==> src/source/cycleTimer.sv <==
module cycleTimer (
	input logic clk,
	input logic reset,
	input logic load,
	input logic [3:0] loadValue,
	input logic step,
	output logic expired
);

	logic [3:0] count;

	always_ff @(posedge clk)
	begin
		if (reset)
		begin
			count <= 4'd0;
		end
		else if (load)
		begin
			count <= loadValue;
		end
		else if (step && (count != 4'd0))
		begin
			count <= count - 4'd1;
		end
	end

	assign expired = (count == 4'd0);

endmodule

==> config.mk <==
export PLATFORM = sky130hd
export DESIGN_NAME = cycleTimer
export DESIGN_NICKNAME = d
export VERILOG_FILES = /design/src/source/cycleTimer.sv
export SDC_FILE = /design/constraint.sdc
export NUM_CORES = 1
export LEC_CHECK = 0
export ABC_AREA = 1
export BUFFER_PORTS_ARGS = -buffer_cell sky130_fd_sc_hd__clkbuf_2
export CORE_AREA = 5 5 42 44
export CTS_BUF_LIST = sky130_fd_sc_hd__clkbuf_4
export CTS_CLUSTER_SIZE = 8
export DETAILED_ROUTE_END_ITERATION = 10
export DIE_AREA = 0 0 47 49
export PLACE_DENSITY = 0.37
export SETUP_SLACK_MARGIN = 0.2
export SYNTH_ARGS = -nofsm -noshare
export SYNTH_HDL_FRONTEND = slang
export SYNTH_SLANG_ARGS = --single-unit
==> constraint.sdc <==
create_clock -name clk -period 1.6 [get_ports clk]
set_input_delay 0.16 -clock clk [delete_from_list [all_inputs] [get_ports clk]]
set_output_delay 0.16 -clock clk [all_outputs]
set_load 0.01 [all_outputs]
==> results.py <==
metrics = {
    "synthesis": {
        "synth_xor_area_frac": 0.0320,
        "synth_mux_area_frac": 0,
        "ys_seq_area_frac": 0.292,
        "synth_area_leaders": "dfxtp_1, nand2_1, nand2_4",
        "synthDistinctLibCells": 16,
        "synth_cells": 41,
        "avgSynthCellArea_um2": 6.68,
        "syn_nets": 50,
        "synth_top_area_frac": 0.292,
        "synth_largest_area_cell": "dfxtp_1",
        "synth_fa_ha_area_frac": 0.0457,
        "synth_area_um2": 274,
        "synth_compound_area_frac": 0.128,
        "synth_top_family_by_area": "simple AND/OR/NAND/NOR gates",
        "synth_warnings": 0,
        "synth_simple_gate_area_share": 0.388,
        "synth_seq_cells": 4,
    },
    "worst_setup_path": {
        "setup.worst_path.start": "count[0]$_SDFFE_PP0P_",
        "critPathKind": "reg -> out",
        "critPathCaptureType": "output pin",
        "cp-endpoint": "expired",
        "crit_chain": "inv_1, ha_2, nand3_2, inv_1, clkbuf_2",
        "crit_path_max_incr_delay_ns": 0.31,
        "start_kind": "flop",
        "cpMaxStageDelayCell": "dfxtp_1",
        "critPathMostFrequentCell": "inv_1",
        "reg2reg_slack_ns": 0.43,
        "cp_max_fo": 3,
        "arrival_ns": 1.13,
        "required_ns": 1.44,
        "r2r-start": "count[0]$_SDFFE_PP0P_",
        "reg2regPathDepth": 7,
        "r2r-end": "count[1]$_SDFFE_PP0P_",
    },
    "placement": {
        "place_congestion": 0.603,
        "port_buffers": 8,
        "dpl.cell_count": 65,
        "pre_cts_ws_ns": 0.384,
        "hpwl_um": 502,
    },
    "power": {
        "power_leakage_uw": 0.000189,
        "p_per_area_mw_per_mm2": 973,
        "p_total_uw": 350,
        "ir_drop_uv": 295,
    },
    "die": {
        "fp.dieW_um": 47,
        "initial_core_util": 0.196,
        "dieArea_mm2": 0.00230,
        "ios": 9,
        "fp.dieH_um": 49,
        "rows": 14,
        "core_mm2": 0.00140,
    },
    "sta": {
        "relSlewSlack": 0.899,
        "worst_clock_skew_ns": 0.00135,
        "fin_crit_ns": 1.29,
        "hold-worst-slack_ns": 0.0981,
        "hold_viol": 0,
        "worst_pin_slew_ns": 0.149,
        "setup_viol_count_final": 0,
        "rsz0062_at_grt": "no",
        "layout_setup_ws_ns": 0.306,
        "min_period_over_period": 0.809,
        "max_freq_mhz": 773,
        "setup_tns_ns": 0,
        "drv_slew": 0,
    },
    "layout": {
        "antennaDiodeCount": 0,
        "reg.largest.list": "count (4)",
        "layout_common_cells": "nand2_1, clkbuf_2, nor2_1, inv_1, dfxtp_1",
        "regMostFlops": "count",
        "largest_reg_flops": 4,
        "drive_above_1_share": 0.365,
        "syn2layout_area_growth_pct": 31.0,
        "final_cells": 68,
        "final_nets": 63,
    },
    "drt": {
        "ant_nets": 0,
        "via_per_inst": 3.90,
        "dr.pass1.iters": 1,
        "drtIter0Drc": 0,
        "drc_errors": 0,
        "wl_per_cell_um": 8.87,
        "totalWireLength_um": 603,
        "num_vias": 265,
    },
    "clocking": {
        "root_buffer": "clkbuf_4",
        "htreeDepth": 1,
        "cts_resized": 0,
        "cts_hold_buf": 0,
        "cts_tree": "yes",
        "clk_path_buf_depth": 2,
        "insertion_delay_ns": 0.23,
        "clkTransAtPathRegs_ns": 0.04,
        "numClockSinks": 4,
        "cts_setup_buffers": 0,
        "cts_buffers": 3,
    },
    "global_routing": {
        "antenna_found_initial": 0,
        "grt_pass1_vias": 245,
        "grt_pass1_wl_mm": 1.01,
        "grt_overflow": 0,
        "grt_max_degree": 8,
        "grt_usage": 0.0676,
    },
    "flow_run": {
        "drv_cap": 0,
    },
    "min_path": {
        "min_path_type": "in -> reg",
    },
    "status": {
        "status": "complete, no violations",
    },
}
==> worst max-delay path: cells and delay by family (launching register included) <==
family / cells / cell delay [ns]
flops: 1 / 0.31
buf+inv: 3 / 0.28
fa+ha+maj: 1 / 0.20
simple gates: 1 / 0.11
==> metrics by stage <==
| stage | util | cell area (um^2) |
|---|---|---|
| floorplan | - | 274 |
| global placement | 0.238 | 334 |
| detailed placement | 0.238 | 334 |
| CTS | 0.254 | 357 |
| global route | 0.256 | 359 |
| finish | 0.256 | 359 |
==> how the worst min path moves through the flow <==
stage          start                     to  slack, ns  cells past startpoint
2_1_floorplan  reset  count[3]$_SDFFE_PP0P_       0.22                      1
3_3_place_gp   reset  count[3]$_SDFFE_PP0P_       0.34                      2
3_5_place_dp   reset  count[3]$_SDFFE_PP0P_       0.34                      2
4_1_cts        reset  count[3]$_SDFFE_PP0P_       0.09                      2
5_1_grt        reset  count[3]$_SDFFE_PP0P_       0.09                      2
6_report       reset  count[3]$_SDFFE_PP0P_        0.1                      2
==> cell type report <==
class                           count  area, um^2
Inverter                            8        31.3
Fill cell                         164        1040
Tap cell                           16        20.0
Sequential cell                     4        80.1
Timing Repair Buffer                8        40.0
Multi-Input combinational cell     29         165
Clock buffer                        3        22.5
==> kinds of logic (layout without fill, tap and decap cells) <==
group / count (synthesis) / in the layout
xor+xnor: 1 / 1
fa+ha+maj: 1 / 1
buf+inv: 8 / 19
flops: 4 / 4
compound gates: 6 / 6
simple gates: 21 / 21
==> synth_stat cells <==
cell type  instances
nand3_1            3
inv_1              5
nand2_4            2
dfxtp_1            4
a21oi_2            1
nand3_2            1
o22ai_1            1
clkinv_2           1
or2_0              1
inv_2              2
nor2_1             6
nand2_1            8
o21ai_0            3
ha_1               1
xor2_1             1
a21oi_1            1
==> layer usage <==
layer / vias up / global-route usage / share of wire
met5: - / 0 / 0
met4: 0 / 0.0968 / 0.043
met3: 4 / 0.0148 / 0.061
met2: 6 / 0.0814 / 0.46
met1: 103 / 0.0769 / 0.44
li1: 152 / - / -
==> where the power goes <==
group / total, uW / internal [uW] / switching [uW]
Clock: 127 / 84.0 / 42.6
Sequential: 121 / 112 / 8.81
Combinational: 102 / 43.8 / 58.3
No activity file was read; power rests on OpenSTA's default activity.
