File: config.mk
export PLATFORM = sky130hd
export DESIGN_NAME = classSelect
export DESIGN_NICKNAME = d
export VERILOG_FILES = /design/src/source/nnPkg.sv /design/src/source/classSelect.sv
export SDC_FILE = /design/constraint.sdc
export NUM_CORES = 1
export LEC_CHECK = 0
export BUFFER_PORTS_ARGS = -buffer_cell sky130_fd_sc_hd__buf_2
export CAP_MARGIN = 20
export CORE_MARGIN = 4
export CORE_UTILIZATION = 45
export CTS_CLUSTER_DIAMETER = 120
export CTS_CLUSTER_SIZE = 40
export DETAILED_ROUTE_END_ITERATION = 12
export GPL_TIMING_DRIVEN = 0
export PLACE_DENSITY = 0.77
export SLEW_MARGIN = 20
export SYNTH_ARGS = -nofsm -noshare
export SYNTH_HDL_FRONTEND = slang
export SYNTH_SLANG_ARGS = --single-unit
File: constraint.sdc
create_clock -name clk -period 7.5 [get_ports clk]
set_input_delay 0.375 -clock clk [delete_from_list [all_inputs] [get_ports clk]]
set_output_delay 0.375 -clock clk [all_outputs]
set_load 0.02 [all_outputs]
File: src/source/nnPkg.sv
package nnPkg;

	typedef logic [15:0] featureWord;
	typedef logic [31:0] activation;
	typedef logic signed [31:0] weight;
	typedef logic [1:0] classIndex;

	localparam int FeatureCount = 15;
	localparam int HiddenCount = 4;
	localparam int OutputCount = 3;
	localparam int LayerLatency = 3;

	typedef enum logic [2:0] {Idle, Collect, HiddenWait, OutputWait, Report} controlState;

	typedef struct packed {
		activation class2;
		activation class1;
		activation class0;
	} scoreSet;

	// Rows run from the highest neuron down to neuron 0
	localparam weight [HiddenCount-1:0][FeatureCount-1:0] HiddenWeights = '{
		'{2210, -1540, 3071, 880, -2450, 1312, -640, 2905,
			-1875, 455, 3390, -2120, 1760, -990, 2480},
		'{-3150, 2675, -410, 1985, 3220, -2760, 1105, -345,
			2540, -1930, 705, 2890, -3480, 1620, -205},
		'{1480, 3305, -2215, -1190, 925, 2015, -3045, 1770,
			395, 2660, -1460, -835, 3125, 2275, -1650},
		'{-2890, 1645, 2530, -715, -1865, 3010, 1340, -2405,
			-560, 3475, 2105, -1295, -3060, 865, 1935}
	};

	localparam weight [HiddenCount-1:0] HiddenBias = '{-4096, 0, -2048, 0};

	localparam weight [OutputCount-1:0][HiddenCount-1:0] OutputWeights = '{
		'{1875, -2340, 2960, 1415},
		'{-1520, 2785, 1190, -2605},
		'{3140, 1060, -2275, 2430}
	};

	// Classes 0 and 1 share a bias
	localparam weight [OutputCount-1:0] OutputBias = '{8192, 24576, 24576};

endpackage
File: src/source/classSelect.sv
module classSelect #(
	parameter int ClassCount = nnPkg::OutputCount
) (
	input logic clk,
	input logic reset,
	input logic capture,
	input nnPkg::activation [ClassCount-1:0] scores,
	output nnPkg::classIndex bestClass,
	output nnPkg::scoreSet scoreOut
);

	nnPkg::classIndex bestNow;

	// Strict compare keeps the lower index on a tie
	always_comb
	begin
		bestNow = '0;
		for (int i = 1; i < ClassCount; i++)
		begin
			if (scores[i] > scores[bestNow])
				bestNow = nnPkg::classIndex'(i);
		end
	end

	always_ff @(posedge clk)
	begin
		if (reset)
		begin
			bestClass <= '0;
			scoreOut <= '0;
		end
		else if (capture)
		begin
			bestClass <= bestNow;
			scoreOut.class0 <= scores[0];
			scoreOut.class1 <= scores[1];
			scoreOut.class2 <= scores[2];
		end
	end

endmodule

==> impl_results.md <==
* # rows at 39
* Seq/Total Area, Yosys at 36.39%
* Pwr dens at 211.0 mW/mm^2
* DR DRC count at 0
* CP Capture Type: flop
* Hold crit path type: in -> reg
* CTS root buffer: clkbuf_16
* CTS sink count at 98
* Total gr overflow at 0
* Vias per inst at 5.315
* Top sig layer: met4
* Main area contributors after synthesis: dfxtp_1 36%, mux2i_1 24%, ha_1 15%, nor2_1 7.2%, inv_1 2.5%
* Gpl congestion at 0.8355
* Netlist Area Pre-Place at 0.005391 mm^2
* IO Count at 197
* Initial Utilization at 46.62%
* CTS tree: yes
* Minimum clock period after layout at 4.046 ns
* Routed wl met3 at 882 um
* Crit path from: scores[9]
* Count of cell types in the netlist at 38
* Biggest cell delay along the critical path at 0.55 ns
* Number of port buffers at 194
* Placed inst area at 0.006541 mm^2
* Top cell type's share of synthesized area at 36.39%
* Worst vdd ir at 0.1317 mV
* RSZ-0062 raised after global routing: false
* Via count at 4805
* Worst reg2reg path depth at 3
* Setup Crit Path Kind: in -> reg
* Clock Path Buffers at 2
* DR pass1 iterations at 4
* Slew @ Worst Pin at 0.8496 ns
* Crit path capture: bestClass[1]$_SDFFE_PP0P_
* Yosys top cell by area: dfxtp_1
* Reg2reg start: bestClass[0]$_SDFFE_PP0P_
* Vias in the first global route at 5153
* Yosys reg bits at 98
* Detail Route met2 WL at 8234 um
* Achievable clock frequency at 0.2471 GHz
* Period utilisation layout at 53.95%
* Layout Skew at 0 ns
* Share of layout cells above drive strength 1 at 30.62%
* DIE WIDTH at 117.5 um
* Post-synthesis cell count at 551
* Main synth FF type: dfxtp_1
* Max-slew violations at 0
* Worst path depth at 17
* Final setup fails at 0
* Post-route setup TNS at 0 ns
* Synth Net Count at 714
* Cell family with most CP delay: compound AO/OA/AOI/OAI gates
* Status: completed
* Max-cap violations at 0
* Post-CTS sizing at 0
* Syn Area/Cell at 9.785 um^2
* Ys async rst share at 0%
* Area Overhead vs Synth at 27.85%
* Synth warn at 0
* Most common cell in the synthesized netlist: mux2i_1
* Reg-to-reg slack, setup at 6.64 ns
* Cts bufs inserted at 9
* CTS Hold Buffers Added at 0
* DRT iter0 DRCs at 327
* Reg2reg end: bestClass[0]$_SDFFE_PP0P_
* Post-synth EDFFs at 0
* Worst endpoint required time at 7.76 ns
* Fin. Hold Viols at 0
* Reg clk slew, reported paths at 0.07 ns
* Met1 Routed Length at 6881 um
* Post-detailed-route wirelength per cell at 18.11 um
* Critical Path Fanout Max at 10
* First-pass GRT wire length at 26160 um
* Leak at 0.003762 uW
* CP max stage cell: o31ai_1
* Synth top cells by count: 127 x mux2i_1, 103 x nor2_1, 98 x dfxtp_1
* CP startpoint kind: input port
* Initial antenna violation count at 0
* Relative slew slack at 43.36%
* Final HPWL DP at 13170 um
* H-tree levels at 3
* Core Footprint at 0.01156 mm^2
* CP bufs+invs at 3
* CP Cell Sequence: buf_2 -> inv_1 -> ha_1 -> a21oi_1 -> o21ai_0 -> a221oi_1 -> a31oi_2 -> a21oi_4 -> buf_12 -> mux2i_1 -> ha_1 -> nand4_1 -> a211oi_1 -> a2111oi_1 -> o31ai_1 -> o21ai_0 -> nor4_1
* Final wirelength at 16370 um
* Final non-filler cell area at 0.006893 mm^2
* Die Ht at 117.5 um
* Fin nets at 919
* Final ANT Viol Nets at 0
* N_diodes at 0
* Largest net degree at the start of global routing at 17
* Worst skew pair latency at 0.35 ns
* Die Area at 0.01380 mm^2
* GRT Total Usage at 23.71%
* CP Data Arrival Time at 4.31 ns
* Setup bufs post-CTS at 0
==> layout by cell type, fill, tap and decap left out, drive strengths merged, types with 2 or more instances in the layout <==
cell / count
buf: 208
mux2i: 127
nor2: 103
dfxtp: 98
ha: 64
inv: 37
clkbuf: 21
a21oi: 20
nand4: 15
nand2: 11
nand3: 10
o21ai: 6
a211oi: 6
a21o: 4
nor4: 4
nor3: 3
bufinv: 3
a221oi: 3
nor2b: 2
a2111o: 2
nand2b: 2
a2111oi: 2
o31ai: 2
clkinv: 2
==> worst min-delay path by stage <==
stage / from / end / slack, ns / cells after the start
after CTS: scores[4] / scoreOut[4]$_SDFFE_PP0P_ / 0.27 / 3
after global routing: scores[81] / scoreOut[81]$_SDFFE_PP0P_ / 0.29 / 3
final: scores[76] / scoreOut[76]$_SDFFE_PP0P_ / 0.28 / 3
after floorplan: scores[11] / scoreOut[11]$_SDFFE_PP0P_ / 0.52 / 2
after global placement: scoreOut[93]$_SDFFE_PP0P_ / scoreOut[93]$_SDFFE_PP0P_ / 0.47 / 2
after detailed placement: scoreOut[88]$_SDFFE_PP0P_ / scoreOut[88]$_SDFFE_PP0P_ / 0.48 / 2
==> layer usage <==
layer,GRT usage [%],up-vias
met5,0,-
met4,9.084,0
met3,4.613,26
met2,43.03,145
met1,27.49,2295
li1,-,2339
==> where the power goes <==
group          switching [uW]  leakage [uW]  internal (uW)  total (uW)
Sequential               16.1      0.000809            552         568
Clock                     207      0.000173            336         543
Combinational             201       0.00278            143         343
==> sequential cells by signal (all words and copies together) (netlist names) <==
register,count
scoreOut,96
bestClass,2
==> layout make-up <==
cell class | instances | area (um^2)
Buffer | 25 | 148.9
Clock buffer | 10 | 239.0
Clock inverter | 6 | 112.6
Fill cell | 991 | 4672
Inverter | 36 | 135.1
Multi-Input combinational cell | 392 | 3146
Sequential cell | 98 | 1962
Tap cell | 143 | 178.9
Timing Repair Buffer | 194 | 970.9
==> worst reg2reg max path, stage by stage, from the launching register on <==
cell	delay (ns)
dfxtp_1	0.34
nand2b_1	0.09
o211a_1	0.13
a221oi_2	0.22
==> logic make-up after synthesis <==
logic type,count (synthesis),synth area share (%)
flip-flops,98,36.39
AND/OR/NAND/NOR,151,12.44
buffers and inverters,61,5.268
AO/OA/AOI/OAI,49,7.195
adder cells (fa/ha/maj),64,14.85
multiplexers,128,23.86
==> per-stage QoR <==
step                      util, %  power, uW  std cells  hold slack (ns)  setup slack [ns]
after floorplan                 -      797.3        551           0.5222             3.770
after global placement      56.56      904.9        888           0.4665             3.192
after detailed placement    56.56      921.3        888           0.4760             3.127
after CTS                   59.60       1467        904           0.2735             3.492
after global routing        59.60       1520        904           0.2927             3.176
final                       59.60       1455        904           0.2805             3.454
No activity file was read; power rests on OpenSTA's default activity.
