===== src/source/nnPkg.sv =====
package nnPkg;

	typedef logic [15:0] featureWord;
	typedef logic [31:0] activation;
	typedef logic signed [31:0] weight;
	typedef logic [1:0] classIndex;

	localparam int FeatureCount = 15;
	localparam int HiddenCount = 4;
	localparam int OutputCount = 3;
	localparam int LayerLatency = 3;

	typedef enum logic [2:0] {Idle, Collect, HiddenWait, OutputWait, Report} controlState;

	typedef struct packed {
		activation class2;
		activation class1;
		activation class0;
	} scoreSet;

	// Rows run from the highest neuron down to neuron 0
	localparam weight [HiddenCount-1:0][FeatureCount-1:0] HiddenWeights = '{
		'{2210, -1540, 3071, 880, -2450, 1312, -640, 2905,
			-1875, 455, 3390, -2120, 1760, -990, 2480},
		'{-3150, 2675, -410, 1985, 3220, -2760, 1105, -345,
			2540, -1930, 705, 2890, -3480, 1620, -205},
		'{1480, 3305, -2215, -1190, 925, 2015, -3045, 1770,
			395, 2660, -1460, -835, 3125, 2275, -1650},
		'{-2890, 1645, 2530, -715, -1865, 3010, 1340, -2405,
			-560, 3475, 2105, -1295, -3060, 865, 1935}
	};

	localparam weight [HiddenCount-1:0] HiddenBias = '{-4096, 0, -2048, 0};

	localparam weight [OutputCount-1:0][HiddenCount-1:0] OutputWeights = '{
		'{1875, -2340, 2960, 1415},
		'{-1520, 2785, 1190, -2605},
		'{3140, 1060, -2275, 2430}
	};

	// Classes 0 and 1 share a bias
	localparam weight [OutputCount-1:0] OutputBias = '{8192, 24576, 24576};

endpackage

===== src/source/inferenceControl.sv =====
module inferenceControl #(
	parameter int FeatureCount = nnPkg::FeatureCount,
	parameter int LayerLatency = nnPkg::LayerLatency
) (
	input logic clk,
	input logic reset,
	input logic featureValid,
	input logic expired,
	output logic timerLoad,
	output logic timerStep,
	output logic [3:0] loadValue,
	output logic shiftEnable,
	output logic capture,
	output logic busy,
	output logic resultValid
);

	nnPkg::controlState state;
	nnPkg::controlState nextState;

	always_ff @(posedge clk)
	begin
		if (reset)
			state <= nnPkg::Idle;
		else
			state <= nextState;
	end

	always_comb
	begin
		nextState = state;
		timerLoad = 1'b0;
		timerStep = 1'b0;
		loadValue = 4'(LayerLatency);
		shiftEnable = 1'b0;
		capture = 1'b0;
		case (state)
			nnPkg::Idle:
			begin
				if (featureValid)
				begin
					shiftEnable = 1'b1;
					timerLoad = 1'b1;
					// Features left before the last one
					loadValue = 4'(FeatureCount - 2);
					nextState = nnPkg::Collect;
				end
			end
			nnPkg::Collect:
			begin
				if (featureValid)
				begin
					shiftEnable = 1'b1;
					if (expired)
					begin
						timerLoad = 1'b1;
						nextState = nnPkg::HiddenWait;
					end
					else
					begin
						timerStep = 1'b1;
					end
				end
			end
			nnPkg::HiddenWait:
			begin
				if (expired)
				begin
					timerLoad = 1'b1;
					nextState = nnPkg::OutputWait;
				end
				else
				begin
					timerStep = 1'b1;
				end
			end
			nnPkg::OutputWait:
			begin
				if (expired)
				begin
					capture = 1'b1;
					nextState = nnPkg::Report;
				end
				else
				begin
					timerStep = 1'b1;
				end
			end
			nnPkg::Report:
			begin
				nextState = nnPkg::Idle;
			end
			default:
			begin
				nextState = nnPkg::Idle;
			end
		endcase
	end

	assign busy = (state == nnPkg::HiddenWait) || (state == nnPkg::OutputWait) ||
		(state == nnPkg::Report);
	assign resultValid = (state == nnPkg::Report);

endmodule


===== config.mk =====
export PLATFORM = sky130hd
export DESIGN_NAME = inferenceControl
export DESIGN_NICKNAME = d
export VERILOG_FILES = /design/src/source/nnPkg.sv /design/src/source/inferenceControl.sv
export SDC_FILE = /design/constraint.sdc
export NUM_CORES = 1
export LEC_CHECK = 0
export ABC_AREA = 1
export BUFFER_PORTS_ARGS = -buffer_cell sky130_fd_sc_hd__buf_2
export CAP_MARGIN = 20
export CORE_AREA = 4 4 41 43
export DETAILED_ROUTE_END_ITERATION = 8
export DIE_AREA = 0 0 45 47
export GPL_TIMING_DRIVEN = 0
export SLEW_MARGIN = 5
export SYNTH_ARGS = -nofsm -noshare
export SYNTH_HDL_FRONTEND = slang
export SYNTH_SLANG_ARGS = --single-unit

===== constraint.sdc =====
create_clock -name clk -period 2 [get_ports clk]
set_input_delay 0.6 -clock clk [delete_from_list [all_inputs] [get_ports clk]]
set_output_delay 0.6 -clock clk [all_outputs]
set_load 0.02 [all_outputs]

==> impl_metrics.json <==
{
  "crit_type": "flip-flop to output port",
  "dpl.hpwl_um": 490.1,
  "core_um2": 1301,
  "dieArea_um2": 2115,
  "finalWirelength_um": 611,
  "clock_path_buffers": 2,
  "yosysUniqueCellTypes": 16,
  "cts_tree": "done",
  "end_kind": "output port",
  "synth_simple_gate_area_frac": 0.4978,
  "arrival_ns": 1.20,
  "ys_ff_latch": 3,
  "hp-class": "input port to flip-flop",
  "yosysWarnings": 0,
  "r2r-end": "state[1]",
  "r2r_cells": 5,
  "place.gp.congestion": 0.6968,
  "whs_endpoint": "state[2]",
  "n_antenna_cell": 0,
  "root_buffer": "clkbuf_4",
  "postCtsResizedCells": 0,
  "start_util": 0.2163,
  "r2r_slack_ns": 1.10,
  "skew_ns": 0.002014,
  "drv_slew": 0,
  "maxCapViolations": 0,
  "grt_pass1_wl_mm": 1.014,
  "overflow": 0,
  "period_minus_slack_ns": 1.804,
  "placed_area_um2": 360.3,
  "fin_util": 0.2971,
  "portBuffers": 12,
  "power.density_nw_per_um2": 643.2,
  "clk_pin_slew_ns": 0.04,
  "die_h_um": 47,
  "crit_chain": "buf_6 > nor2_4 > nand3_2 > inv_1 > buf_4 > buf_2",
  "top_register": "state",
  "min_path_cells": 2,
  "syn_inst": 43,
  "design_area_um2": 386.6,
  "clock-sinks": 3,
  "fin_nets": 64,
  "p_leak_nw": 0.2248,
  "place_ws_ns": 0.2345,
  "ant_nets": 0,
  "total_power_w": 0.0002487,
  "final-seq-area_um2": 60.06,
  "crit_slowest_cell": "dfxtp_1",
  "clock_latency_ns": 0.23,
  "setup_slack_ns": 0.1962,
  "grt_max_degree": 10,
  "synthAdderAreaFrac": 0,
  "setup_violations": 0,
  "die_w_um": 45,
  "viasPerCell": 4.054,
  "io_pins": 14,
  "synthesis.nets": 47,
  "critPathRequiredTime_ns": 1.40,
  "wl_per_cell_um": 8.257,
  "synth.area.mux_share": 0,
  "reg2reg_from": "state[2]",
  "num_rows": 13,
  "top_regs": "state x3",
  "rsz0062_at_grt": "no",
  "hp-start": "reset",
  "run_status": "finished, final reports clean",
  "largest_reg_flops": 3,
  "hold_violations": 0,
  "cpPeakStageDelay_ns": 0.30,
  "synth-compound-area-share": 0.06222,
  "initialDrtViolationCount": 8,
  "multi_input_area_um2": 161.4,
  "h-tree-depth": 1,
  "postCtsSetupBuffers": 0,
  "synth_area_um2": 281.5,
  "synth_top_family_by_area": "simple AND/OR/NAND/NOR gates",
  "syn_area_per_cell_um2": 6.547,
  "antenna_found_initial": 0,
  "final_layout_size_suffix_gt1_frac": 0.4576,
  "crit_fanout": 9,
  "grt_pass1_vias": 252,
  "postCtsHoldBufs": 0,
  "setup_tns_ns": 0,
  "first_pass_iters": 4,
  "area_growth_pct": 37.33,
  "min_period_over_period": 0.9019,
  "yosysSeqAreaShare": 0.2133,
  "worstSetupStartpoint": "state[1]",
  "dr_total_vias": 300,
  "drcViolationCount": 0,
  "max_freq_mhz": 554.4,
  "synth_xor_area_frac": 0,
  "nFillCells": 160,
  "cp-start-kind": "flip-flop",
  "ir_worst_vdd_mv": 0.2583,
  "track_usage": 0.06793,
  "numCtsBuffers": 3
}
-- worst max-delay path by stage --
stage,end,cells past startpoint
2_1_floorplan,loadValue[3],3
3_3_place_gp,timerLoad,6
3_5_place_dp,timerLoad,6
4_1_cts,loadValue[3],6
5_1_grt,loadValue[3],6
6_report,loadValue[3],6
-- cell families after synthesis --
logic type / after synthesis
buffers and inverters: 12
AOI/OAI and AO/OA: 3
DFF: 3
other: 1
and+or+nand+nor: 24
-- report_power, final --
part | total, W | switching, W | internal (W)
registers | 0.0000676 | 0.00000428 | 0.0000633
clock network | 0.000106 | 0.0000312 | 0.0000748
logic | 0.0000752 | 0.0000469 | 0.0000282
-- stage by stage --
step,instances,hold slack (ns)
global placement,70,0.5834
detailed placement,70,0.5868
global route,74,0.5809
CTS,74,0.5567
finish,74,0.5619
floorplan,43,0.5350
-- cells in the final DEF, fill, tap and decap left out --
cell	synthesis	final
a21oi_1	1	1
buf_2	0	12
buf_4	2	2
buf_6	1	1
clkbuf_1	0	1
clkbuf_4	0	3
conb_1	1	1
dfxtp_1	3	3
inv_1	7	7
inv_2	2	2
nand2_1	6	6
nand3_1	5	5
nand3_2	5	5
nor2_1	4	4
nor2_2	1	1
nor2_4	1	1
nor3_1	2	2
o211ai_1	1	1
o21ai_1	1	1
-- area by class of cell --
class,instances,area share
Tap cell,15,0.04854
Multi-Input combinational cell,28,0.4175
Sequential cell,3,0.1553
Inverter,9,0.08738
Timing Repair Buffer,12,0.1553
Clock buffer,4,0.06796
Buffer,3,0.06796
-- cells in the mapped netlist --
cell	instances	area (µm²)
inv_1	7	26.28
nand2_1	6	22.52
nand3_1	5	25.02
nand3_2	5	50.05
nor2_1	4	15.01
dfxtp_1	3	60.06
buf_4	2	15.01
inv_2	2	7.510
nor3_1	2	10.01
a21oi_1	1	5.000
buf_6	1	11.26
conb_1	1	3.750
nor2_2	1	6.260
nor2_4	1	11.26
o211ai_1	1	7.510
o21ai_1	1	5.000
-- per-layer routing --
layer | part of all wire | vias to the layer above | wire length [µm] | GRT usage
li1 | - | 164 | - | -
met1 | 0.51 | 126 | 313 | 0.08864
met2 | 0.40 | 10 | 244 | 0.08192
met3 | 0.088 | 0 | 54 | 0.03448
met4 | 0 | 0 | 0 | 0.05263
met5 | 0 | - | 0 | 0
-- critical path, delay by kind of cell (launching register included) --
| kind | cells | cell delay (ns) |
|---|---|---|
| simple gates | 2 | 0.23 |
| buf+inv | 4 | 0.44 |
| flops | 1 | 0.30 |
(Power assumes the default switching activity.)
