`config.mk`:
```
export PLATFORM = sky130hd
export DESIGN_NAME = featureLoader
export DESIGN_NICKNAME = d
export VERILOG_FILES = /design/src/source/nnPkg.sv /design/src/source/featureLoader.sv
export SDC_FILE = /design/constraint.sdc
export NUM_CORES = 1
export LEC_CHECK = 0
export BUFFER_PORTS_ARGS = -buffer_cell sky130_fd_sc_hd__buf_2
export CAP_MARGIN = 15
export CORE_AREA = 3 3 192 194
export CTS_CLUSTER_SIZE = 16
export DETAILED_ROUTE_END_ITERATION = 16
export DIE_AREA = 0 0 195 197
export GPL_TIMING_DRIVEN = 0
export HOLD_SLACK_MARGIN = 0.1
export PLACE_DENSITY_LB_ADDON = 0.25
export SYNTH_ARGS = -nofsm -noshare
export SYNTH_HDL_FRONTEND = slang
export SYNTH_SLANG_ARGS = --single-unit
```
`constraint.sdc`:
```
create_clock -name clk -period 1 [get_ports clk]
set_input_delay 0.05 -clock clk [delete_from_list [all_inputs] [get_ports clk]]
set_output_delay 0.05 -clock clk [all_outputs]
set_load 0.1 [all_outputs]
```
`src/source/nnPkg.sv`:
```
package nnPkg;

	typedef logic [15:0] featureWord;
	typedef logic [31:0] activation;
	typedef logic signed [31:0] weight;
	typedef logic [1:0] classIndex;

	localparam int FeatureCount = 15;
	localparam int HiddenCount = 4;
	localparam int OutputCount = 3;
	localparam int LayerLatency = 3;

	typedef enum logic [2:0] {Idle, Collect, HiddenWait, OutputWait, Report} controlState;

	typedef struct packed {
		activation class2;
		activation class1;
		activation class0;
	} scoreSet;

	// Rows run from the highest neuron down to neuron 0
	localparam weight [HiddenCount-1:0][FeatureCount-1:0] HiddenWeights = '{
		'{2210, -1540, 3071, 880, -2450, 1312, -640, 2905,
			-1875, 455, 3390, -2120, 1760, -990, 2480},
		'{-3150, 2675, -410, 1985, 3220, -2760, 1105, -345,
			2540, -1930, 705, 2890, -3480, 1620, -205},
		'{1480, 3305, -2215, -1190, 925, 2015, -3045, 1770,
			395, 2660, -1460, -835, 3125, 2275, -1650},
		'{-2890, 1645, 2530, -715, -1865, 3010, 1340, -2405,
			-560, 3475, 2105, -1295, -3060, 865, 1935}
	};

	localparam weight [HiddenCount-1:0] HiddenBias = '{-4096, 0, -2048, 0};

	localparam weight [OutputCount-1:0][HiddenCount-1:0] OutputWeights = '{
		'{1875, -2340, 2960, 1415},
		'{-1520, 2785, 1190, -2605},
		'{3140, 1060, -2275, 2430}
	};

	// Classes 0 and 1 share a bias
	localparam weight [OutputCount-1:0] OutputBias = '{8192, 24576, 24576};

endpackage
```
`src/source/featureLoader.sv`:
```
module featureLoader #(
	parameter int FeatureCount = nnPkg::FeatureCount
) (
	input logic clk,
	input logic reset,
	input logic shiftEnable,
	input nnPkg::featureWord featureData,
	output nnPkg::activation [FeatureCount-1:0] features
);

	nnPkg::featureWord [FeatureCount-1:0] shiftReg;

	// Newest word enters at position 0
	always_ff @(posedge clk)
	begin
		if (reset)
		begin
			shiftReg <= '0;
		end
		else if (shiftEnable)
		begin
			shiftReg <= {shiftReg[FeatureCount-2:0], featureData};
		end
	end

	always_comb
	begin
		for (int k = 0; k < FeatureCount; k++)
		begin
			features[k] = nnPkg::activation'(shiftReg[k]);
		end
	end

endmodule

```
==> run summary, run 1 <==
Detailed placement ended at an HPWL of 23.2 mm. The congestion estimate from routability-driven global placement came to 0.784. The cell depth of the worst setup path is 1. By area, the combinational part of the netlist is dominated by multiplexers. After global routing the overflow that remains totals 0. STA classifies the critical path endpoint as an output pin.

Counting the fill cells in the layout gives 2768. The signal on the critical path passes through buf_12. The run finished, with violations left.

In this run the tool buffered the top-level ports with 256 buffer cells. The total area inside the core boundary comes to 35400 um^2. The number of antenna violations at the first check in global routing was 0; the top achievable clock speed was 858 MHz. The share of total power consumed by net switching is 34.1%, and the final total power is 27.9 mW. The synthesized design contains 240 register bits. The number of sinks on the clock net was 240; the post-route fraction of the period consumed by the critical path was 117%. After detailed routing, the wire length on met1 is 14.5 mm. The smallest clock period supported by the final layout is computed as 1.17 ns. The worst setup margin is -0.165 ns, and the final count of hold timing violations is 0. In this design, the largest share of critical-path delay is due to flip-flops. The post-layout net count is 1799, and the x dimension of the die is 195 um.

For the total detailed-routing wirelength, the log shows 38.1 mm. The tools report the clock share of power as 42.2%. In this run the remaining antenna-violating nets after routing total 0. At the pin with the least slew margin, the transition time is 0.551 ns. The tools report the smallest hold slack as 0.296 ns. The tree is rooted in a sky130_fd_sc_hd__clkbuf_16. Dividing total power by cell area gives a power density of 1360 nW/um^2. The longest clock path from root to sink contains 3 buffers. In the final layout, flip-flops and latches occupy 5540 um^2. By instance count, the leading cell after synthesis is sky130_fd_sc_hd__buf_4. For this design, the slowest cell found on the critical path is sky130_fd_sc_hd__dfxtp_4. The tools report the distinct cell type count of the synthesized netlist as 9. The clock arrives with 0.0102 ns of skew.

After Yosys synthesis, full adders, half adders and majority gates account for 0% of the synthesized area. The worst hold path was traced through 4 stages. STA puts the critical path data arrival time at 1.12 ns. The largest net degree at the start of global routing was 14; the clock insertion delay at the later pin of the skew report was 0.54 ns. The routed design uses 19.9 mm of met2 wire. The number of global-route vias before repair is 9181.

For the worst setup path, the data required time is 0.95 ns. Post-synthesis instance total: 1015. The count of antenna diodes in the layout is 0, and the xor-xnor portion of the synthesized cell area is 0%. After detailed placement, the total cell area comes to 13200 um^2. In the routed layout, each cell is associated on average with a via count of 3.96. The synthesized netlist devotes 0% of its cell area to compound gates.

The tools report the remaining routing DRC violations as 0. The global-route wire length before repair is 56.4 mm. The tools report the fraction of the yosys area taken by sequential cells as 46.1%. The mean post-synth cell area was 10.3 um^2; the worst slew margin relative to its limit was 63.3%. Max-cap violations in this run came to 0.

The worst setup path is launched from a flip-flop. Ranked by instance count, the synthesized netlist is headed by sky130_fd_sc_hd__buf_4 (245), sky130_fd_sc_hd__dfxtp_1 (240), sky130_fd_sc_hd__mux2i_1 (240), sky130_fd_sc_hd__nor2_1 (240), sky130_fd_sc_hd__buf_2 (21). The peak supply drop is 1.20 mV. Worst min-delay path class: primary input to flip-flop. The number of cells on the worst reg-to-reg path is 4. The logs give 1 for the H-tree depth and 33.3% for the part of the power in registers. Of all nets on the critical path, the largest fanout is 2. TritonCTS built the clock tree.

The critical path is of the flip-flop to output pin type. The top-area cell type share of the netlist area came out at 46.1%. Summing the areas of all and, or, nand and nor instances in the mapped netlist gives 8.65% of the synthesized area. On the worst path, the slowest cell contributes a delay of 0.39 ns. The number of slew-limit violations in the final report is 0, and the number of enable-type register cells in the synthesized netlist is 0. The number of buffers and inverters on the critical path was 1. In the detailed route, the total length drawn on met3 is 2.58 mm.

The top routing layer in use was met4. For this configuration, the core starts out at a cell density of 29.4%. After floorplanning, the core was divided into 69 placement rows. In this run the vertical extent of the chip is 197 um.

The floorplan step defined a die boundary enclosing 38400 um^2. Share of post-route cells with drive strength above 1: 58.8%. In the synthesized netlist, mux cells make up 23.1% of the area.

The number of clock buffers added by TritonCTS is 28. The clock input transition at the sequential cells of the worst setup and hold paths is 0.06 ns. Net switching power: 9.53 mW. Setup repair after global routing could not meet its margin everywhere. Setup violations remaining at the end of the flow were counted as 240.

The internal power summed over all cells was 18.4 mW; the number of detailed-route iterations in the first pass was 4. The most used flip-flop cell after synthesis is sky130_fd_sc_hd__dfxtp_1. Summing all multi-input logic gate instances after layout gives 4230 um^2. The pre-CTS setup slack is -0.339 ns. Combinational cells account for 24.4% of the total power. In the global route stage, overall resource usage came out at 18.6%.

Cells fill 58.0% of the core in the end. The number of vias in the routed layout was 8965. Sorting the synthesized cells by area gives the leading types as sky130_fd_sc_hd__dfxtp_1 (46%), sky130_fd_sc_hd__mux2i_1 (23%), sky130_fd_sc_hd__buf_4 (18%). In the synthesized netlist the async set-or-reset flop fraction comes to 0%.

The checks that failed: negative setup slack. Growth of design area from synthesis to finish: 97.1%. The cell type with the highest aggregate area in the netlist was sky130_fd_sc_hd__dfxtp_1. The static power due to leakage was 10.1 nW; the number of top-level design ports was 499.

The cell area that synthesis handed to floorplanning was 10400 um^2. The register with the most flip-flops in the layout has 240 of them. For this run, the number of Yosys warnings is 0. Summing all non-filler instances in the final layout gives an area of 20500 um^2. The detailed router finished its first iteration with 253 violations. The routed wire length per instance was 16.8 um.
## per-stage QoR
step                      TNS [ns]  cells
after floorplan             -50.35   1254
after detailed placement    -50.90   1971
after global routing        -38.31   2263
after global placement      -55.26   1971
after CTS                   -36.33   2250
final                       -29.99   2263
## final cells by class
class / count / area share, %
plain buffers: 294 / 11.3
clock buffers: 42 / 4.16
clock inverters: 10 / 1.11
multi-input cells: 720 / 20.6
flip-flops and latches: 240 / 27.0
well taps: 461 / 2.81
repair buffers: 496 / 33.0
## layer usage
metal	GRT usage (%)	up-vias
met4	5.39	0
met3	4.91	62
met2	34.7	340
met1	20.8	4199
met5	0	-
li1	-	4364
## repair_timing
item,in CTS,in global routing
cloned,0,3
endpoints found under the hold margin,53,0
resized for setup,1305,31
hold buffers,18,0
endpoints found under the setup margin,240,416
setup buffers,209,10
## final timing paths
path	startpoint	end	slack, ns
max	features[233]$_SDFFE_PP0P_	features[233]	-0.17
min	featureData[15]	features[15]$_SDFFE_PP0P_	0.30
max reg2reg	features[39]$_SDFFE_PP0P_	features[71]$_SDFFE_PP0P_	0.05
min reg2reg	features[463]$_SDFFE_PP0P_	features[463]$_SDFFE_PP0P_	0.52
## layout by cell type (no fill, tap or decap)
master                           count
sky130_fd_sc_hd__buf_12            244
sky130_fd_sc_hd__buf_2              37
sky130_fd_sc_hd__buf_4             463
sky130_fd_sc_hd__buf_6               1
sky130_fd_sc_hd__buf_8              18
sky130_fd_sc_hd__bufinv_16           7
sky130_fd_sc_hd__clkbuf_1            7
sky130_fd_sc_hd__clkbuf_16          32
sky130_fd_sc_hd__clkbuf_2            4
sky130_fd_sc_hd__clkbuf_8            8
sky130_fd_sc_hd__clkinv_2            2
sky130_fd_sc_hd__clkinvlp_4          1
sky130_fd_sc_hd__conb_1            240
sky130_fd_sc_hd__dfxtp_2            68
sky130_fd_sc_hd__dfxtp_4           172
sky130_fd_sc_hd__dlygate4sd3_1      17
sky130_fd_sc_hd__dlymetal6s4s_1      1
sky130_fd_sc_hd__mux2i_1           238
sky130_fd_sc_hd__mux2i_4             2
sky130_fd_sc_hd__nor2_1            240
## worst reg2reg max path, stage by stage (launching register included)
cell and delay (ns):
sky130_fd_sc_hd__dfxtp_4 0.36, sky130_fd_sc_hd__buf_4 0.14, sky130_fd_sc_hd__buf_4 0.14, sky130_fd_sc_hd__mux2i_1 0.13, sky130_fd_sc_hd__nor2_1 0.07
## power groups by stage
stage / combinational [mW] / clock (mW) / sequential [mW]
after floorplan: 5.38 / 0 / 10.5
after global placement: 6.24 / 0 / 9.93
after detailed placement: 6.25 / 0 / 9.94
after CTS: 6.68 / 12.0 / 9.35
after global routing: 7.02 / 12.4 / 9.32
final: 6.83 / 11.8 / 9.32
## logic make-up after synthesis
family / Yosys count
buffers and inverters: 294
other: 1
and+or+nand+nor: 240
DFF: 240
muxes: 240
(Power assumes the default switching activity.)
==> run 2: changes to the inputs <==
--- a/config.mk
+++ b/config.mk
@@ -8,12 +8,13 @@
 export BUFFER_PORTS_ARGS = -buffer_cell sky130_fd_sc_hd__buf_2
 export CAP_MARGIN = 15
 export CORE_AREA = 3 3 192 194
+export CTS_CLUSTER_DIAMETER = 120
 export CTS_CLUSTER_SIZE = 16
 export DETAILED_ROUTE_END_ITERATION = 16
 export DIE_AREA = 0 0 195 197
 export GPL_TIMING_DRIVEN = 0
 export HOLD_SLACK_MARGIN = 0.1
-export PLACE_DENSITY_LB_ADDON = 0.25
+export PLACE_DENSITY = 0.6
 export SYNTH_ARGS = -nofsm -noshare
 export SYNTH_HDL_FRONTEND = slang
 export SYNTH_SLANG_ARGS = --single-unit
==> run 2 against run 1 <==
Against the previous run:
- the flow still finishes with violations (negative setup slack)
- final area shrank 3.7%
- clock power shrank 43%
- sequential share of layout area grew 1.1 points
- sequential power is essentially flat
- routed wire length shrank 0.35%
- worst hold slack lost 0.14 ns
- die area is the same
- non-clock buffer count shrank 7
- critical path type unchanged
- largest cell class unchanged
- largest power group is now sequential cells
==> run summary, run 2 (synthesis results as in run 1) <==
The ratio of routed vias to standard cells came out at 3.95 (-0.34%). The logs give 0 (unchanged) for the max-capacitance violation count and 55.9% (-2.1 points) for the final core area utilization. The aggregate global-route resource usage is 18.8% (+0.19 points).

The total power density per cell area was 1150 nW/um^2 (-15%); the final total power was 22.8 mW (-18%). The run gives 9116 (-0.71%) as the number of global-route vias before repair. The routed wire length per instance is 17.1 um (+1.4%). The shortest clock period the worst path allows after layout came out at 1.13 ns (-0.0346 ns). The share of post-route cells with drive strength above 1 was 57.9% (-0.88 points). The number of antenna violations at the first check in global routing is 0 (unchanged). The largest driver fanout on the critical path works out to 2 (unchanged).

The routed length on met2 is 20.2 mm (+1.5%), and the count of antenna diodes in the layout is 0 (unchanged). The worst min-delay path class was primary input to flip-flop. The startpoint type of the worst setup path was a flip-flop. The number of top-level design ports is 499 (unchanged), and the core box area is 35400 um^2 (unchanged). Data arrival time of the critical path: 1.08 ns (-0.04 ns). Leaving out fill and tap cells, the most frequent cells in the layout are sky130_fd_sc_hd__buf_4 (462), sky130_fd_sc_hd__buf_12 (242), sky130_fd_sc_hd__mux2i_1 (240), sky130_fd_sc_hd__nor2_1 (240), sky130_fd_sc_hd__conb_1 (240).

Setup repair after global routing could not meet its margin everywhere. The final reports fail on negative setup slack. The run gives 0.891 mV (-26%) as the peak supply drop.

TritonCTS built the clock tree. The tools report the post-layout net count as 1782 (-0.94%). Site row count: 69 (unchanged). The tools report the final weighted congestion in routability-driven placement as 0.785 (about the same). For the final count of hold timing violations, the log shows 0 (unchanged).

The growth of design area from synthesis to finish came out at 89.9%. The number of endpoints failing setup at the final stage was 240 (unchanged). The run gives 17 (+3) as the largest net degree at the start of global routing. The top achievable clock speed was 884 MHz (+3.1%). The tools report the total met3 wirelength after detailed routing as 2.40 mm (-6.9%). On the critical path, the stage with the largest delay is an instance of sky130_fd_sc_hd__dfxtp_4. The remaining routing DRC violations came out at 0 (unchanged). The run gives 29.4% (unchanged) as the initial cell density of the core. The post-route non-filler standard cell count came out at 2223 (-1.8%). The worst slew margin relative to its limit came out at 60.1% (-3.2 points). The critical path goes through buf_12.

The detailed-placement wirelength estimate came out at 23.2 mm (-0.27%). The maximum cell stage delay along the critical path works out to 0.39 ns (about the same). The cell sitting at the root of the clock tree is a sky130_fd_sc_hd__clkbuf_16. The post-route fraction of the period consumed by the critical path came out at 113% (-3.5 points). The slew at the pin with the worst max-slew slack was 0.599 ns (+0.0480 ns). The number of slew-limit violations in the final report was 0 (unchanged). The gate family responsible for the most delay along the worst path was flip-flops.

The flow ran to the end, but the final reports show violations. The run gives 0.50 ns (-0.04 ns) as the clock insertion delay at the later pin of the skew report. The number of port buffers came out at 256 (unchanged).

The number of buffers and inverters on the critical path works out to 1 (unchanged). The worst setup path is captured at an output pin. The die height was 197 um (unchanged); the pre-CTS setup slack was -0.351 ns (-0.0112 ns). The logs give 1971 (unchanged) for the number of cells after detailed placement and 301 (+19%) for the DRC violation total after the first TritonRoute iteration. The reg-to-reg setup timing slack is 0.07 ns (+0.02 ns).

The critical path class was flip-flop to output pin. The tools report the static power due to leakage as 9.73 nW (-3.7%). For the H-tree depth, the log shows 1 (unchanged). Worst setup margin: -0.131 ns (+0.0346 ns).

Number of sinks on the clock net: 240 (unchanged). The run gives 38400 um^2 (unchanged) as the die area. The x dimension of the die was 195 um (unchanged); the flip-flop count of the largest register after layout was 240 (unchanged).

The most common cell after layout, fill and taps aside is sky130_fd_sc_hd__buf_4. The clock input transition at the sequential cells of the worst setup and hold paths is 0.08 ns (+0.02 ns), and the residual overflow from global routing is 0 (unchanged). The number of antenna-violating nets in the routed design is 0 (unchanged).

The top routing layer in use was met4. The endpoint required time on the critical path came out at 0.95 ns (about the same). The number of detailed-route iterations in the first pass was 4 (unchanged).

The clock skew after layout was 0.0138 ns (+0.00362 ns); the global-route wire length before repair was 56.5 mm (about the same). The tools report the CTS buffer count as 18 (-36%). Routed length on met1: 14.3 mm (-1.1%).

The logs give 3 (unchanged) for the number of buffers on the longest clock path and 38.0 mm (-0.35%) for the total detailed-routing wirelength. The number of vias in the routed layout was 8777 (-2.1%).
-- run 2: changes by cell type in the layout (fill, tap and decap cells not counted), moves of 2 or more --
cell and change:
sky130_fd_sc_hd__clkbuf_16 -13, sky130_fd_sc_hd__clkbuf_8 -8, sky130_fd_sc_hd__bufinv_16 -7, sky130_fd_sc_hd__dfxtp_2 -5, sky130_fd_sc_hd__dfxtp_4 +5, sky130_fd_sc_hd__clkbuf_2 -4, sky130_fd_sc_hd__buf_12 -2, sky130_fd_sc_hd__buf_8 +2
sky130_fd_sc_hd__clkinv_2 -2, sky130_fd_sc_hd__mux2i_1 +2, sky130_fd_sc_hd__mux2i_4 -2
-- run 2: final cells by class --
class	instances	area (um^2)
clock buffer	19	475
timing repair buffer	489	6670
tap	461	577
fill	2760	15600
multi-input combinational	720	4200
sequential	240	5550
buffer	294	2310
-- run 2: metrics by stage --
stage	hold WS, ns	cell area [um^2]	TNS (ns)
final	0.159	19800	-20.48
after global routing	0.166	19800	-29.87
after CTS	0.130	19700	-26.68
after detailed placement	0.291	13200	-50.75
after global placement	0.279	13200	-48.16
after floorplan	0.197	11400	-50.35
-- run 2: final timing paths --
| path | from | to | cells after the start |
|---|---|---|---|
| worst max-delay path | features[204]$_SDFFE_PP0P_ | features[204] | 1 |
| worst min-delay path | reset | features[303]$_SDFFE_PP0P_ | 3 |
| worst max register to register | features[354]$_SDFFE_PP0P_ | features[354]$_SDFFE_PP0P_ | 4 |
| worst min register to register | features[462]$_SDFFE_PP0P_ | features[462]$_SDFFE_PP0P_ | 2 |
-- run 2: per-layer routing --
layer  global-route usage (%)  vias to the layer above
li1                         -                     4305
met1                     20.7                     4101
met2                     35.9                      312
met3                     4.53                       59
met4                     5.10                        0
met5                        0                        -
-- run 2: timing repair --
action | in CTS | in global routing
resized for setup | 1311 | 14
endpoints found under the setup margin | 240 | 240
buffers inserted | 210 | 7
hold buffers | 16 | 0
endpoints found under the hold margin | 16 | 0
-- run 2: power by group --
part           internal, mW  switching (mW)
Sequential             9.19           0.101
Combinational          1.48            5.29
Clock                  3.36            3.36
Total                  14.0            8.75
==> run 3: changes to the inputs <==
--- a/config.mk
+++ b/config.mk
@@ -5,16 +5,16 @@
 export SDC_FILE = /design/constraint.sdc
 export NUM_CORES = 1
 export LEC_CHECK = 0
-export BUFFER_PORTS_ARGS = -buffer_cell sky130_fd_sc_hd__buf_2
 export CAP_MARGIN = 15
 export CORE_AREA = 3 3 192 194
 export CTS_CLUSTER_DIAMETER = 120
 export CTS_CLUSTER_SIZE = 16
 export DETAILED_ROUTE_END_ITERATION = 16
 export DIE_AREA = 0 0 195 197
+export DONT_BUFFER_PORTS = 1
 export GPL_TIMING_DRIVEN = 0
 export HOLD_SLACK_MARGIN = 0.1
-export PLACE_DENSITY = 0.6
+export PLACE_DENSITY = 0.48
 export SYNTH_ARGS = -nofsm -noshare
 export SYNTH_HDL_FRONTEND = slang
 export SYNTH_SLANG_ARGS = --single-unit
==> run 3 against run 2 <==
Against the previous run:
- the flow still finishes with violations (negative setup slack)
- first-iteration DRC count decreased by 52%
- non-clock buffer count decreased by 473
- worst hold slack got worse by 0.0027 ns
- critical path depth decreased by 1
- sequential power increased by 4.4%
- via count decreased by 23%
- utilization decreased by 18 points
- clock-buffer cell count unchanged
- global-route usage decreased by 4.9 points
- final area decreased by 32%
- final cell count decreased by 21%
- critical path type unchanged
==> run summary, run 3 (synthesis results as in run 1) <==
The run finished, with violations left. The final reports fail on negative setup slack. For the DRC violation total after the first TritonRoute iteration, the log shows 144 (-52%). The run gives 1.08 ns (about the same) as the data arrival time of the critical path. In this run the clock root is driven by a sky130_fd_sc_hd__clkbuf_16. The site row count was 69 (unchanged); the initial cell density of the core was 29.4% (unchanged).

Smallest hold slack: 0.157 ns (-0.00267 ns). The post-route non-filler standard cell count is 1750 (-21%). The ratio of routed vias to standard cells is 3.84 (-2.6%), and the number of slew-limit violations in the final report is 0 (unchanged).

The run gives 0 (unchanged) as the number of antenna violations at the first check in global routing. The number of endpoints failing setup at the final stage was 240 (unchanged); the number of cells after detailed placement was 1715 (-13%). By startpoint and endpoint, the worst setup path is classified as flip-flop to output pin. The final core area utilization is 37.9% (-18 points). The post-route fraction of the period consumed by the critical path was 113% (-0.23 points). The run gives 0 (-100%) as the buffer count from post-CTS setup fixing. The number of cells on the worst reg-to-reg path was 2 (-2); the clock input transition at the sequential cells of the worst setup and hold paths was 0.07 ns (about the same). For the largest net degree at the start of global routing, the log shows 17 (unchanged). The detailed-placement wirelength estimate is 22.7 mm (-1.8%), and the shortest clock period the worst path allows after layout is 1.13 ns (-0.00226 ns). The run gives 18 (unchanged) as the CTS buffer count. The remaining routing DRC violations is 0 (unchanged).

The hold-critical path depth was 3 (unchanged). Number of sinks on the clock net: 240 (unchanged). The endpoint required time on the critical path was 0.95 ns (about the same); the x dimension of the die was 195 um (unchanged).

The total detailed-routing wirelength was 28.4 mm (-25%). The count of antenna diodes in the layout is 0 (unchanged). The worst setup path is launched from a flip-flop.

The cell depth of the worst setup path is 0 (-1). The tools report the global-route wire length before repair as 42.2 mm (-25%). The post-layout net count was 1309 (-27%); the core box area was 35400 um^2 (unchanged). The number of global-route vias before repair was 6193 (-32%). Number of detailed-route iterations in the first pass: 4 (unchanged). The number of buffers on the longest clock path is 3 (unchanged), and the number of vias in the routed layout is 6728 (-23%). For the number of fill cells in the layout, the log shows 3488 (+26%).

The total area of multi-input combinational cells was 4200 um^2 (unchanged). The tools report the aggregate global-route resource usage as 13.9% (-4.9 points). Worst min-delay path class: primary input to flip-flop. The tools report the static power due to leakage as 6.55 nW (-33%).

The share of post-route cells with drive strength above 1 is 42.4% (-15 points). The area taken by flip-flops and latches was 5710 um^2 (+2.8%). The number of top-level design ports is 499 (unchanged), and the growth of design area from synthesis to finish is 28.9%. The tools report the type of destination of the critical path as an output pin. Setup repair after global routing could not meet its margin everywhere. Die area: 38400 um^2 (unchanged). In the layout the commonest cells are sky130_fd_sc_hd__buf_4 (245), sky130_fd_sc_hd__mux2i_1 (240), sky130_fd_sc_hd__nor2_1 (240), sky130_fd_sc_hd__conb_1 (240), sky130_fd_sc_hd__dfxtp_4 (240). The H-tree depth was 1 (unchanged); the final weighted congestion in routability-driven placement was 0.749 (-4.6%). The largest driver fanout on the critical path came out at 3 (+1). The number of antenna-violating nets in the routed design was 0 (unchanged). The flip-flop count of the largest register after layout is 240 (unchanged), and the clock skew after layout is 0.0151 ns (+0.00125 ns). The tools report the worst setup margin as -0.128 ns (+0.00226 ns). For the clock insertion delay at the later pin of the skew report, the log shows 0.49 ns (about the same).

TritonCTS built the clock tree. The number of port buffers is 0 (-100%). The routed wire length per instance was 16.2 um (-5.0%); the final count of hold timing violations was 0 (unchanged). The residual overflow from global routing came out at 0 (unchanged). The die height works out to 197 um (unchanged). The final instance area is 13400 um^2 (-32%), and the total power density per cell area is 1640 nW/um^2 (+42%).

The most common cell after layout, fill and taps aside was sky130_fd_sc_hd__buf_4. Post-detailed-placement cell area: 12000 um^2 (-9.7%). The peak supply drop is 1.17 mV (+32%), and the reg-to-reg setup timing slack is 0.12 ns (+0.05 ns). The tools report the top achievable clock speed as 886 MHz (+0.20%). The run gives 0 (unchanged) as the max-capacitance violation count.
[run 3: area by class of cell]
cell class / count / share of cell area (%)
repair buffers: 16 / 1.19
multi-input cells: 720 / 31.3
clock buffers: 19 / 3.54
plain buffers: 294 / 17.2
well taps: 461 / 4.30
flip-flops and latches: 240 / 42.5
[run 3: worst min-delay path, delay by kind of cell]
kind | cells | cell delay [ns]
buf+inv | 2 | 0.43
simple gates | 1 | 0.14
[run 3: what timing repair did]
action | 4_1_cts | 5_1_grt
hold buffers | 16 | 0
hold endpoints to repair | 16 | 0
gates resized for setup | 428 | 0
endpoints found under the setup margin | 464 | 240
[run 3: routing by layer]
layer	up-vias	routed length [um]	global-route usage, %
li1	3390	-	-
met1	3027	10600	15.9
met2	282	14000	23.9
met3	29	3220	6.44
met4	0	550	3.01
met5	-	0	0
[run 3: final timing paths]
kind                                   start                         end
setup / recovery  features[173]$_SDFFE_PP0P_               features[173]
hold reg to reg   features[361]$_SDFFE_PP0P_  features[361]$_SDFFE_PP0P_
setup reg to reg  features[385]$_SDFFE_PP0P_  features[417]$_SDFFE_PP0P_
hold / removal                         reset  features[449]$_SDFFE_PP0P_
[run 3: stage by stage]
step           power [mW]  setup TNS (ns)  setup slack, ns
6_report             22.0          -22.49           -0.128
5_1_grt              22.9          -30.92           -0.172
4_1_cts              22.3          -30.33           -0.166
3_5_place_dp         16.1          -92.48           -0.467
3_3_place_gp         16.1          -89.44           -0.455
2_1_floorplan        15.9          -50.35           -0.269
[run 3: power by group]
part | switching [mW] | total (mW) | internal [mW] | leakage, nW
clock | 3.27 | 6.63 | 3.36 | 0.234
sequential | 0.662 | 9.70 | 9.04 | 2.13
combinational | 4.56 | 5.64 | 1.08 | 4.18
total | 8.49 | 22.0 | 13.5 | 6.55
